File: config.mk
export PLATFORM = sky130hd
export DESIGN_NAME = dphy_rx_top
export DESIGN_NICKNAME = d
export VERILOG_FILES = /design/src/hdl/dphy_rx_pkg.sv /design/src/hdl/dphy_lane_if.sv /design/src/hdl/dphy_rx_front.sv /design/src/hdl/dphy_byte_align.sv /design/src/hdl/dphy_word_align.sv /design/src/hdl/dphy_32b_map.sv /design/src/hdl/dphy_rx_top.sv
export VERILOG_INCLUDE_DIRS = /design/src /design/src/hdl
export SDC_FILE = /design/constraint.sdc
export NUM_CORES = 1
export LEC_CHECK = 0
export BUFFER_PORTS_ARGS = -buffer_cell sky130_fd_sc_hd__buf_2
export CORE_MARGIN = 5
export CORE_UTILIZATION = 45
export DETAILED_ROUTE_END_ITERATION = 10
export PLACE_DENSITY_LB_ADDON = 0.1
export SLEW_MARGIN = 20
export SYNTH_ARGS = -nofsm -noshare
export SYNTH_HDL_FRONTEND = slang
export SYNTH_SLANG_ARGS = --single-unit
File: constraint.sdc
create_clock -name byte_clk -period 3.59 [get_ports byte_clk]
set_clock_uncertainty 0.1 [all_clocks]
set_input_delay 0.359 -clock byte_clk [delete_from_list [all_inputs] [get_ports byte_clk]]
set_output_delay 0.359 -clock byte_clk [all_outputs]
set_load 0.005 [all_outputs]
File: src/hdl/dphy_rx_config.svh
`ifndef DPHY_RX_CONFIG_SVH
`define DPHY_RX_CONFIG_SVH

// Number of HS data lanes
// Must divide 4 so that lane words fill a 32-bit output word
`define DPHY_DATA_LANES 2

// Byte clocks ignored after a lane enters LP-00
`define DPHY_SETTLE_CYCLES 6

// HS leader sequence sent ahead of every packet
`define DPHY_SYNC_BYTE 8'hB8

// Per-lane deskew FIFO depth
// The largest lane skew absorbed is one less than this
`define DPHY_DESKEW_DEPTH 4

`endif

File: src/hdl/dphy_rx_pkg.sv
`include "dphy_rx_config.svh"

package dphy_rx_pkg;

  // One byte of HS lane data
  typedef logic [7:0] lane_byte_t;

  // One byte per lane, lane 0 in the low byte
  typedef lane_byte_t [`DPHY_DATA_LANES-1:0] lane_bytes_t;

  // One flag per lane
  typedef logic [`DPHY_DATA_LANES-1:0] lane_mask_t;

endpackage

File: src/hdl/dphy_lane_if.sv
interface dphy_lane_if;
  import dphy_rx_pkg::*;

  // Unaligned byte from the front end and its settle qualifier
  lane_byte_t raw_byte;
  logic       hs_valid;

  // Realigned byte from the sync hunter
  lane_byte_t aligned_byte;
  logic       aligned_valid;

  modport front (
    output raw_byte,
    output hs_valid
  );

  modport align (
    input  raw_byte,
    input  hs_valid,
    output aligned_byte,
    output aligned_valid
  );

  // Deskew side only looks at aligned data
  modport deskew (
    input  aligned_byte,
    input  aligned_valid
  );

endinterface

File: src/hdl/dphy_rx_front.sv
`include "dphy_rx_config.svh"

module dphy_rx_front (
  input  logic                     byte_clk,
  input  logic                     rst_n_i,
  input  dphy_rx_pkg::lane_bytes_t lane_byte_i,
  input  dphy_rx_pkg::lane_mask_t  lp_p_i,
  input  dphy_rx_pkg::lane_mask_t  lp_n_i,
  dphy_lane_if.front               lane_o [`DPHY_DATA_LANES],
  output logic                     eop_o
);
  import dphy_rx_pkg::*;

  localparam int LANES  = `DPHY_DATA_LANES;
  localparam int SETTLE = `DPHY_SETTLE_CYCLES;
  localparam int SET_W  = $clog2(SETTLE + 1);

  lane_mask_t lp_p_q;
  lane_mask_t lp_n_q;
  lane_mask_t in_hs;
  logic       any_hs_q;

  // LP lines idle at LP-11 out of reset
  always_ff @(posedge byte_clk)
  begin
    if (!rst_n_i)
    begin
      lp_p_q <= '1;
      lp_n_q <= '1;
    end
    else
    begin
      lp_p_q <= lp_p_i;
      lp_n_q <= lp_n_i;
    end
  end

  // Lane is in HS while both LP lines read low
  assign in_hs = ~lp_p_q & ~lp_n_q;

  for (genvar i = 0; i < LANES; i++)
  begin : g_lane
    logic [SET_W-1:0] settle_cnt;

    always_ff @(posedge byte_clk)
    begin
      lane_o[i].raw_byte <= lane_byte_i[i];
    end

    // Saturating count of cycles spent in LP-00
    always_ff @(posedge byte_clk)
    begin
      if (!rst_n_i)
        settle_cnt <= '0;
      else if (!in_hs[i])
        settle_cnt <= '0;
      else if (settle_cnt != SET_W'(SETTLE))
        settle_cnt <= settle_cnt + 1'b1;
    end

    // Bytes during the settle window are hidden
    assign lane_o[i].hs_valid = in_hs[i] && (settle_cnt == SET_W'(SETTLE));
  end

  always_ff @(posedge byte_clk)
  begin
    if (!rst_n_i)
      any_hs_q <= 1'b0;
    else
      any_hs_q <= |in_hs;
  end

  // End of packet once the last lane has dropped out of HS
  assign eop_o = any_hs_q && !(|in_hs);

endmodule

File: src/hdl/dphy_byte_align.sv
`include "dphy_rx_config.svh"

module dphy_byte_align (
  input  logic       byte_clk,
  input  logic       rst_n_i,
  input  logic       reset_align_i,
  dphy_lane_if.align lane_io
);
  import dphy_rx_pkg::*;

  lane_byte_t  prev_byte;
  logic        prev_hs;
  logic [15:0] window_q;
  logic        window_vld;
  logic        locked;
  logic [2:0]  offset;
  logic        sync_hit;
  logic [2:0]  sync_offset;

  // Bits arrive LSB first so the newer byte sits on top
  always_ff @(posedge byte_clk)
  begin
    prev_byte <= lane_io.raw_byte;
    window_q  <= {lane_io.raw_byte, prev_byte};
  end

  // Window only counts when both of its bytes are past settle
  always_ff @(posedge byte_clk)
  begin
    if (!rst_n_i)
    begin
      prev_hs    <= 1'b0;
      window_vld <= 1'b0;
    end
    else
    begin
      prev_hs    <= lane_io.hs_valid;
      window_vld <= lane_io.hs_valid && prev_hs;
    end
  end

  // Lowest matching offset is the earliest leader in time
  always_comb
  begin
    sync_hit    = 1'b0;
    sync_offset = 3'd0;
    for (int s = 7; s >= 0; s--)
    begin
      if (window_q[s +: 8] == `DPHY_SYNC_BYTE)
      begin
        sync_hit    = 1'b1;
        sync_offset = 3'(s);
      end
    end
  end

  always_ff @(posedge byte_clk)
  begin
    if (!rst_n_i)
    begin
      locked                <= 1'b0;
      offset                <= 3'd0;
      lane_io.aligned_valid <= 1'b0;
    end
    else if (reset_align_i || !window_vld)
    begin
      locked                <= 1'b0;
      lane_io.aligned_valid <= 1'b0;
    end
    else if (!locked)
    begin
      // The leader itself is swallowed here
      locked                <= sync_hit;
      offset                <= sync_offset;
      lane_io.aligned_valid <= 1'b0;
    end
    else
      lane_io.aligned_valid <= 1'b1;
  end

  always_ff @(posedge byte_clk)
  begin
    lane_io.aligned_byte <= window_q[offset +: 8];
  end

endmodule

File: src/hdl/dphy_word_align.sv
`include "dphy_rx_config.svh"

module dphy_word_align (
  input  logic                     byte_clk,
  input  logic                     rst_n_i,
  input  logic                     eop_i,
  dphy_lane_if.deskew              lanes_i [`DPHY_DATA_LANES],
  output dphy_rx_pkg::lane_bytes_t word_o,
  output logic                     word_valid_o,
  output logic                     reset_align_o
);
  import dphy_rx_pkg::*;

  localparam int LANES = `DPHY_DATA_LANES;
  localparam int DEPTH = `DPHY_DESKEW_DEPTH;
  localparam int PTR_W = $clog2(DEPTH);
  localparam int CNT_W = $clog2(DEPTH + 1);
  // Aligner latency plus the FIFO cycle behind the last HS byte
  localparam int DRAIN = 3;

  lane_mask_t       push;
  lane_mask_t       not_empty;
  lane_bytes_t      head;
  logic             pop;
  logic             skew_wait;
  logic             flush;
  logic [CNT_W-1:0] wait_cnt;
  logic [DRAIN-1:0] eop_q;

  // Release only when every lane has a byte waiting
  assign pop       = &not_empty;
  assign skew_wait = |not_empty && !pop;

  // One lane held data for DEPTH cycles and another never showed up
  assign reset_align_o = skew_wait && (wait_cnt == CNT_W'(DEPTH - 1));
  assign flush         = eop_q[DRAIN-1] || reset_align_o;

  for (genvar i = 0; i < LANES; i++)
  begin : g_fifo
    lane_byte_t       mem [DEPTH];
    logic [PTR_W-1:0] wr_ptr;
    logic [PTR_W-1:0] rd_ptr;
    logic [CNT_W-1:0] count;

    assign push[i]      = lanes_i[i].aligned_valid;
    assign not_empty[i] = (count != '0);
    assign head[i]      = mem[rd_ptr];

    always_ff @(posedge byte_clk)
    begin
      if (push[i] && !flush)
        mem[wr_ptr] <= lanes_i[i].aligned_byte;
    end

    always_ff @(posedge byte_clk)
    begin
      if (!rst_n_i || flush)
      begin
        wr_ptr <= '0;
        rd_ptr <= '0;
        count  <= '0;
      end
      else
      begin
        if (push[i])
          wr_ptr <= (wr_ptr == PTR_W'(DEPTH - 1)) ? '0 : wr_ptr + 1'b1;
        if (pop)
          rd_ptr <= (rd_ptr == PTR_W'(DEPTH - 1)) ? '0 : rd_ptr + 1'b1;
        count <= count + CNT_W'(push[i]) - CNT_W'(pop);
      end
    end
  end

  always_ff @(posedge byte_clk)
  begin
    if (!rst_n_i)
    begin
      wait_cnt <= '0;
      eop_q    <= '0;
    end
    else
    begin
      eop_q <= {eop_q[DRAIN-2:0], eop_i};
      if (flush || !skew_wait)
        wait_cnt <= '0;
      else
        wait_cnt <= wait_cnt + 1'b1;
    end
  end

  always_ff @(posedge byte_clk)
  begin
    word_o <= head;
  end

  always_ff @(posedge byte_clk)
  begin
    if (!rst_n_i)
      word_valid_o <= 1'b0;
    else
      word_valid_o <= pop && !flush;
  end

endmodule

File: src/hdl/dphy_32b_map.sv
`include "dphy_rx_config.svh"

module dphy_32b_map (
  input  logic                     byte_clk,
  input  logic                     rst_n_i,
  input  logic                     eop_i,
  input  dphy_rx_pkg::lane_bytes_t word_i,
  input  logic                     word_valid_i,
  output logic [31:0]              data_o,
  output logic                     valid_o
);
  localparam int LANES  = `DPHY_DATA_LANES;
  localparam int WORD_W = 8 * LANES;
  // Last lane word reaches us one cycle after the deskew flush point
  localparam int DRAIN  = 4;

  logic [31:0]          shift_q;
  logic [31+WORD_W:0]   shift_in;
  logic [31:0]          shift_next;
  logic [2:0]           byte_cnt;
  logic                 word_done;
  logic [DRAIN-1:0]     eop_q;

  // New lane word enters at the top, earlier words slide down
  assign shift_in   = {word_i, shift_q};
  assign shift_next = shift_in[31+WORD_W:WORD_W];
  assign word_done  = (byte_cnt == 3'(4 - LANES));

  always_ff @(posedge byte_clk)
  begin
    if (word_valid_i)
      shift_q <= shift_next;
    if (word_valid_i && word_done)
      data_o <= shift_next;
  end

  always_ff @(posedge byte_clk)
  begin
    if (!rst_n_i)
    begin
      byte_cnt <= 3'd0;
      valid_o  <= 1'b0;
      eop_q    <= '0;
    end
    else
    begin
      eop_q   <= {eop_q[DRAIN-2:0], eop_i};
      valid_o <= 1'b0;
      // A partial word at end of packet is dropped
      if (eop_q[DRAIN-1])
        byte_cnt <= 3'd0;
      else if (word_valid_i)
      begin
        if (word_done)
        begin
          byte_cnt <= 3'd0;
          valid_o  <= 1'b1;
        end
        else
          byte_cnt <= byte_cnt + 3'(LANES);
      end
    end
  end

endmodule

File: src/hdl/dphy_rx_top.sv
`include "dphy_rx_config.svh"

module dphy_rx_top (
  input  logic                     byte_clk,
  input  logic                     rst_n_i,
  input  dphy_rx_pkg::lane_bytes_t lane_byte_i,
  input  dphy_rx_pkg::lane_mask_t  lp_p_i,
  input  dphy_rx_pkg::lane_mask_t  lp_n_i,
  output logic [31:0]              data_o,
  output logic                     valid_o,
  output logic                     sync_err_o
);
  import dphy_rx_pkg::*;

  lane_bytes_t word;
  logic        word_valid;
  logic        eop;
  logic        reset_align;

  dphy_lane_if lane_if [`DPHY_DATA_LANES] ();

  assign sync_err_o = reset_align;

  dphy_rx_front u_front (
    .byte_clk    ( byte_clk    ),
    .rst_n_i     ( rst_n_i     ),
    .lane_byte_i ( lane_byte_i ),
    .lp_p_i      ( lp_p_i      ),
    .lp_n_i      ( lp_n_i      ),
    .lane_o      ( lane_if     ),
    .eop_o       ( eop         )
  );

  // One sync hunter per lane
  for (genvar i = 0; i < `DPHY_DATA_LANES; i++)
  begin : g_align
    dphy_byte_align u_align (
      .byte_clk      ( byte_clk    ),
      .rst_n_i       ( rst_n_i     ),
      .reset_align_i ( reset_align ),
      .lane_io       ( lane_if[i]  )
    );
  end

  dphy_word_align u_deskew (
    .byte_clk      ( byte_clk    ),
    .rst_n_i       ( rst_n_i     ),
    .eop_i         ( eop         ),
    .lanes_i       ( lane_if     ),
    .word_o        ( word        ),
    .word_valid_o  ( word_valid  ),
    .reset_align_o ( reset_align )
  );

  dphy_32b_map u_map (
    .byte_clk     ( byte_clk   ),
    .rst_n_i      ( rst_n_i    ),
    .eop_i        ( eop        ),
    .word_i       ( word       ),
    .word_valid_i ( word_valid ),
    .data_o       ( data_o     ),
    .valid_o      ( valid_o    )
  );

endmodule

==> results.toml <==
[synth]
netlist-cell-type-count = 51
synthAdderAreaFrac = 0.0384
synthTopCellsByArea = "edfxtp_1 (39%), dfxtp_1 (30%), mux4_2 (4.5%)"
muxShareOfSynthArea = 0.0928
synth-compound-area-share = 0.0448
synth-simple-area-share = 0.0958
synth_seq_cells = 242
synth_top_area_cell = "edfxtp_1"
synthFlopType = "dfxtp_1"
avgSynthCellArea_sq_um = 14.5
synth_edf_count = 112
synth_top_family_by_area = "simple AND/OR/NAND/NOR gates"
synth_fp_nets = 637
synthXorXnorAreaFrac = 0.00615
yosysSeqAreaShare = 0.698
synthesis.area_sq_um = 8550
ys_async_sr_fraction = 0
synth_top_area_frac = 0.394
ys_warn_count = 0
synth_cells = 590

[placed_design]
place_congestion = 0.778
hpwl_microns = 8720
port-buffer-count = 55
dpl_cell_area_sq_um = 9030

[critical_path]
cp_slowest_cell = "a21oi_1"
reg2reg_depth = 4
crit_cells = 4
cp_slowest_stage_delay_ns = 0.69
crit_path_max_fanout = 14
crit_buf_inv = 0
path_cells = "or3_1 > ha_1 > a21oi_1 > and3_1"
cp_data_required_time_ns = 3.65
worst_setup_path_start_kind = "flop"
worstPathArrival_ns = 2.75
worst-setup-path-type = "flop to flop"
cp-end-kind = "flop"
timing.reg2reg.setup_slack_ns = 0.89
crit_family = "simple AND/OR/NAND/NOR gates"

[sta]
slew-limit-headroom = 0.441
worstMarginPinSlew_ns = 0.839
hold_viol_final = 0
fin_setup_tns_ns = 0
finalMaxSlewViolations = 0
timing.final.crit_share = 0.751
fin_crit_ns = 2.70
rsz0062_at_grt = "no"
fmax_mhz = 371
setup_violations = 0

[floorplanning]
core_area_sq_um = 18700
die_area_sq_um = 21800
ioPinCount = 56
fp-row-count = 50
die_h_microns = 148
start_util = 0.457
die_w_microns = 148

[grt]
grt_max_degree = 33
grt_antenna_before_repair = 0
grt_usage = 0.119
grt_pass1_vias = 4545
grt-ovfl-total = 0
grt_first_pass_wirelength_microns = 21800

[power]
ir_worst_vdd_v = 0.000337
pwr-share-clk = 0.470
switchingPower_uw = 1070
cellLeakagePower_uw = 0.00382
intPower_uw = 4680
seqPwrFrac = 0.514
pwr-share-comb = 0.015
power_density_nw_per_um2 = 567
swShare = 0.186

[detailed_routing]
first_pass_iters = 4
drt-total-wl_microns = 12800
initialDrtViolationCount = 147
ant_nets = 0
routedWlPerCell_microns = 13.9
vias = 4500
viasPerCell = 4.86
route.detailed.drc = 0

[clock_network]
cts_resized = 0
cts_setup_buffers = 0
clock_latency_ns = 0.51
cts_max_level = 1
cts_tree = "yes"
cts.path.max_buffers = 3
numClockSinks = 242
postCtsHoldBufs = 20
cts-root-buf = "clkbuf_16"
clkSlewWorstSetupHoldPaths_ns = 0.06
numCtsBuffers = 24

[cells_and_area]
area.growth.synth_to_final_pct = 18.4
mostFrequentLayoutCell = "dfxtp_1"
mostFrequentLayoutCells = "dfxtp_1 (130), edfxtp_1 (112), buf_2 (55), nand2_1 (38), nor2_1 (38)"
drive_above_1_share = 0.179
fin_area_sq_um = 10100
fill_cells = 1544
nNetsFinal = 720
diodes = 0

[flow_run]
cap_viol_max_count = 0

[run_status]
status = "complete, no violations"

[worst_hold_path]
whs_path_depth = 2
hold_path_class = "primary input to flop"
[power by group through the flow]
| stage | Sequential (uW) | Combinational (uW) | Clock, uW |
|---|---|---|---|
| 2_1_floorplan | 3000 | 54.0 | 0 |
| 3_3_place_gp | 3010 | 71.2 | 0 |
| 3_5_place_dp | 3010 | 72.6 | 0 |
| 4_1_cts | 2950 | 89.7 | 2790 |
| 5_1_grt | 2960 | 100 | 2900 |
| 6_report | 2950 | 88.8 | 2700 |
[layout make-up]
class                      instances  area, sq um  share of cell area
sequential                       242         5970               0.590
clock inverter                    15          204              0.0202
multi-input combinational        298         2370               0.235
timing repair buffer              76          483              0.0477
inverter                          31          116              0.0115
tap                              234          293              0.0289
clock buffer                      29          682              0.0674
[layer usage]
layer  share of wire  vias up  global-route usage
li1                -     2304                   -
met1            0.47     2085               0.160
met2            0.45       89               0.190
met3           0.052       22              0.0270
met4           0.024        0              0.0405
met5               0        -                   0
[through the flow]
stage | std cells | total power (uW) | utilization | hold slack (ns) | setup slack (ns)
6_report | 925 | 5740 | 0.541 | 0.123 | 0.895
4_1_cts | 925 | 5830 | 0.541 | 0.109 | 0.870
3_5_place_dp | 861 | 3090 | 0.483 | 0.212 | 0.881
5_1_grt | 925 | 5960 | 0.541 | 0.122 | 0.744
2_1_floorplan | 590 | 3050 | - | 0.210 | 1.36
3_3_place_gp | 861 | 3080 | 0.483 | 0.210 | 0.868
[sequential cells by signal (all words and copies together), names as in the netlist, 3 cells and up]
register	cells
g_align.u_align.offset	6
u_map.shift_q	16
u_map.eop_q	4
g_align.u_align.prev_byte	16
u_deskew.g_fifo.count	6
u_deskew.g_fifo.wr_ptr	4
g_align.u_align.window_q	16
u_front.g_lane.settle_cnt	6
u_deskew.g_fifo.rd_ptr	4
g_align.u_align.lane_io.aligned_byte	16
u_deskew.wait_cnt	3
u_front.lane_o.raw_byte	16
u_deskew.word_o	16
u_deskew.g_fifo.mem	64
u_map.data_o	32
[cells in the mapped netlist (all sizes together), types with 2 or more instances]
cell type	instances
dfxtp	130
edfxtp	112
nand2	38
nor2	38
inv	30
mux2i	26
ha	23
o21ai	20
a21oi	19
mux4	18
nor4bb	16
and3	13
mux2	11
clkbuf	10
nand2b	10
buf	9
nor3	8
nand3	7
xnor2	6
and2	5
nor2b	4
a22oi	3
a32o	3
o211a	3
a211oi	2
a31oi	2
fa	2
o22ai	2
or3	2
or3b	2
[worst paths after layout]
path / startpoint / to
worst max register to register: u_deskew.g_fifo[0].count[1] / u_deskew.g_fifo[0].mem[0][4]
worst max-delay path: u_deskew.g_fifo[0].count[1] / u_deskew.g_fifo[0].mem[0][4]
worst min-delay path: rst_n_i / u_front.lp_p_q[0]
worst min register to register: g_align[0].u_align.prev_byte[7] / g_align[0].u_align.window_q[7]
[logic make-up (layout without fill, tap and decap cells)]
logic type,Yosys count,count (layout)
flip-flops,242,242
AND/OR/NAND/NOR,151,151
AO/OA/AOI/OAI,61,61
multiplexers,55,55
buffers and inverters,50,151
adder cells (fa/ha/maj),25,25
XOR/XNOR,6,6
No activity file was read; power rests on OpenSTA's default activity.
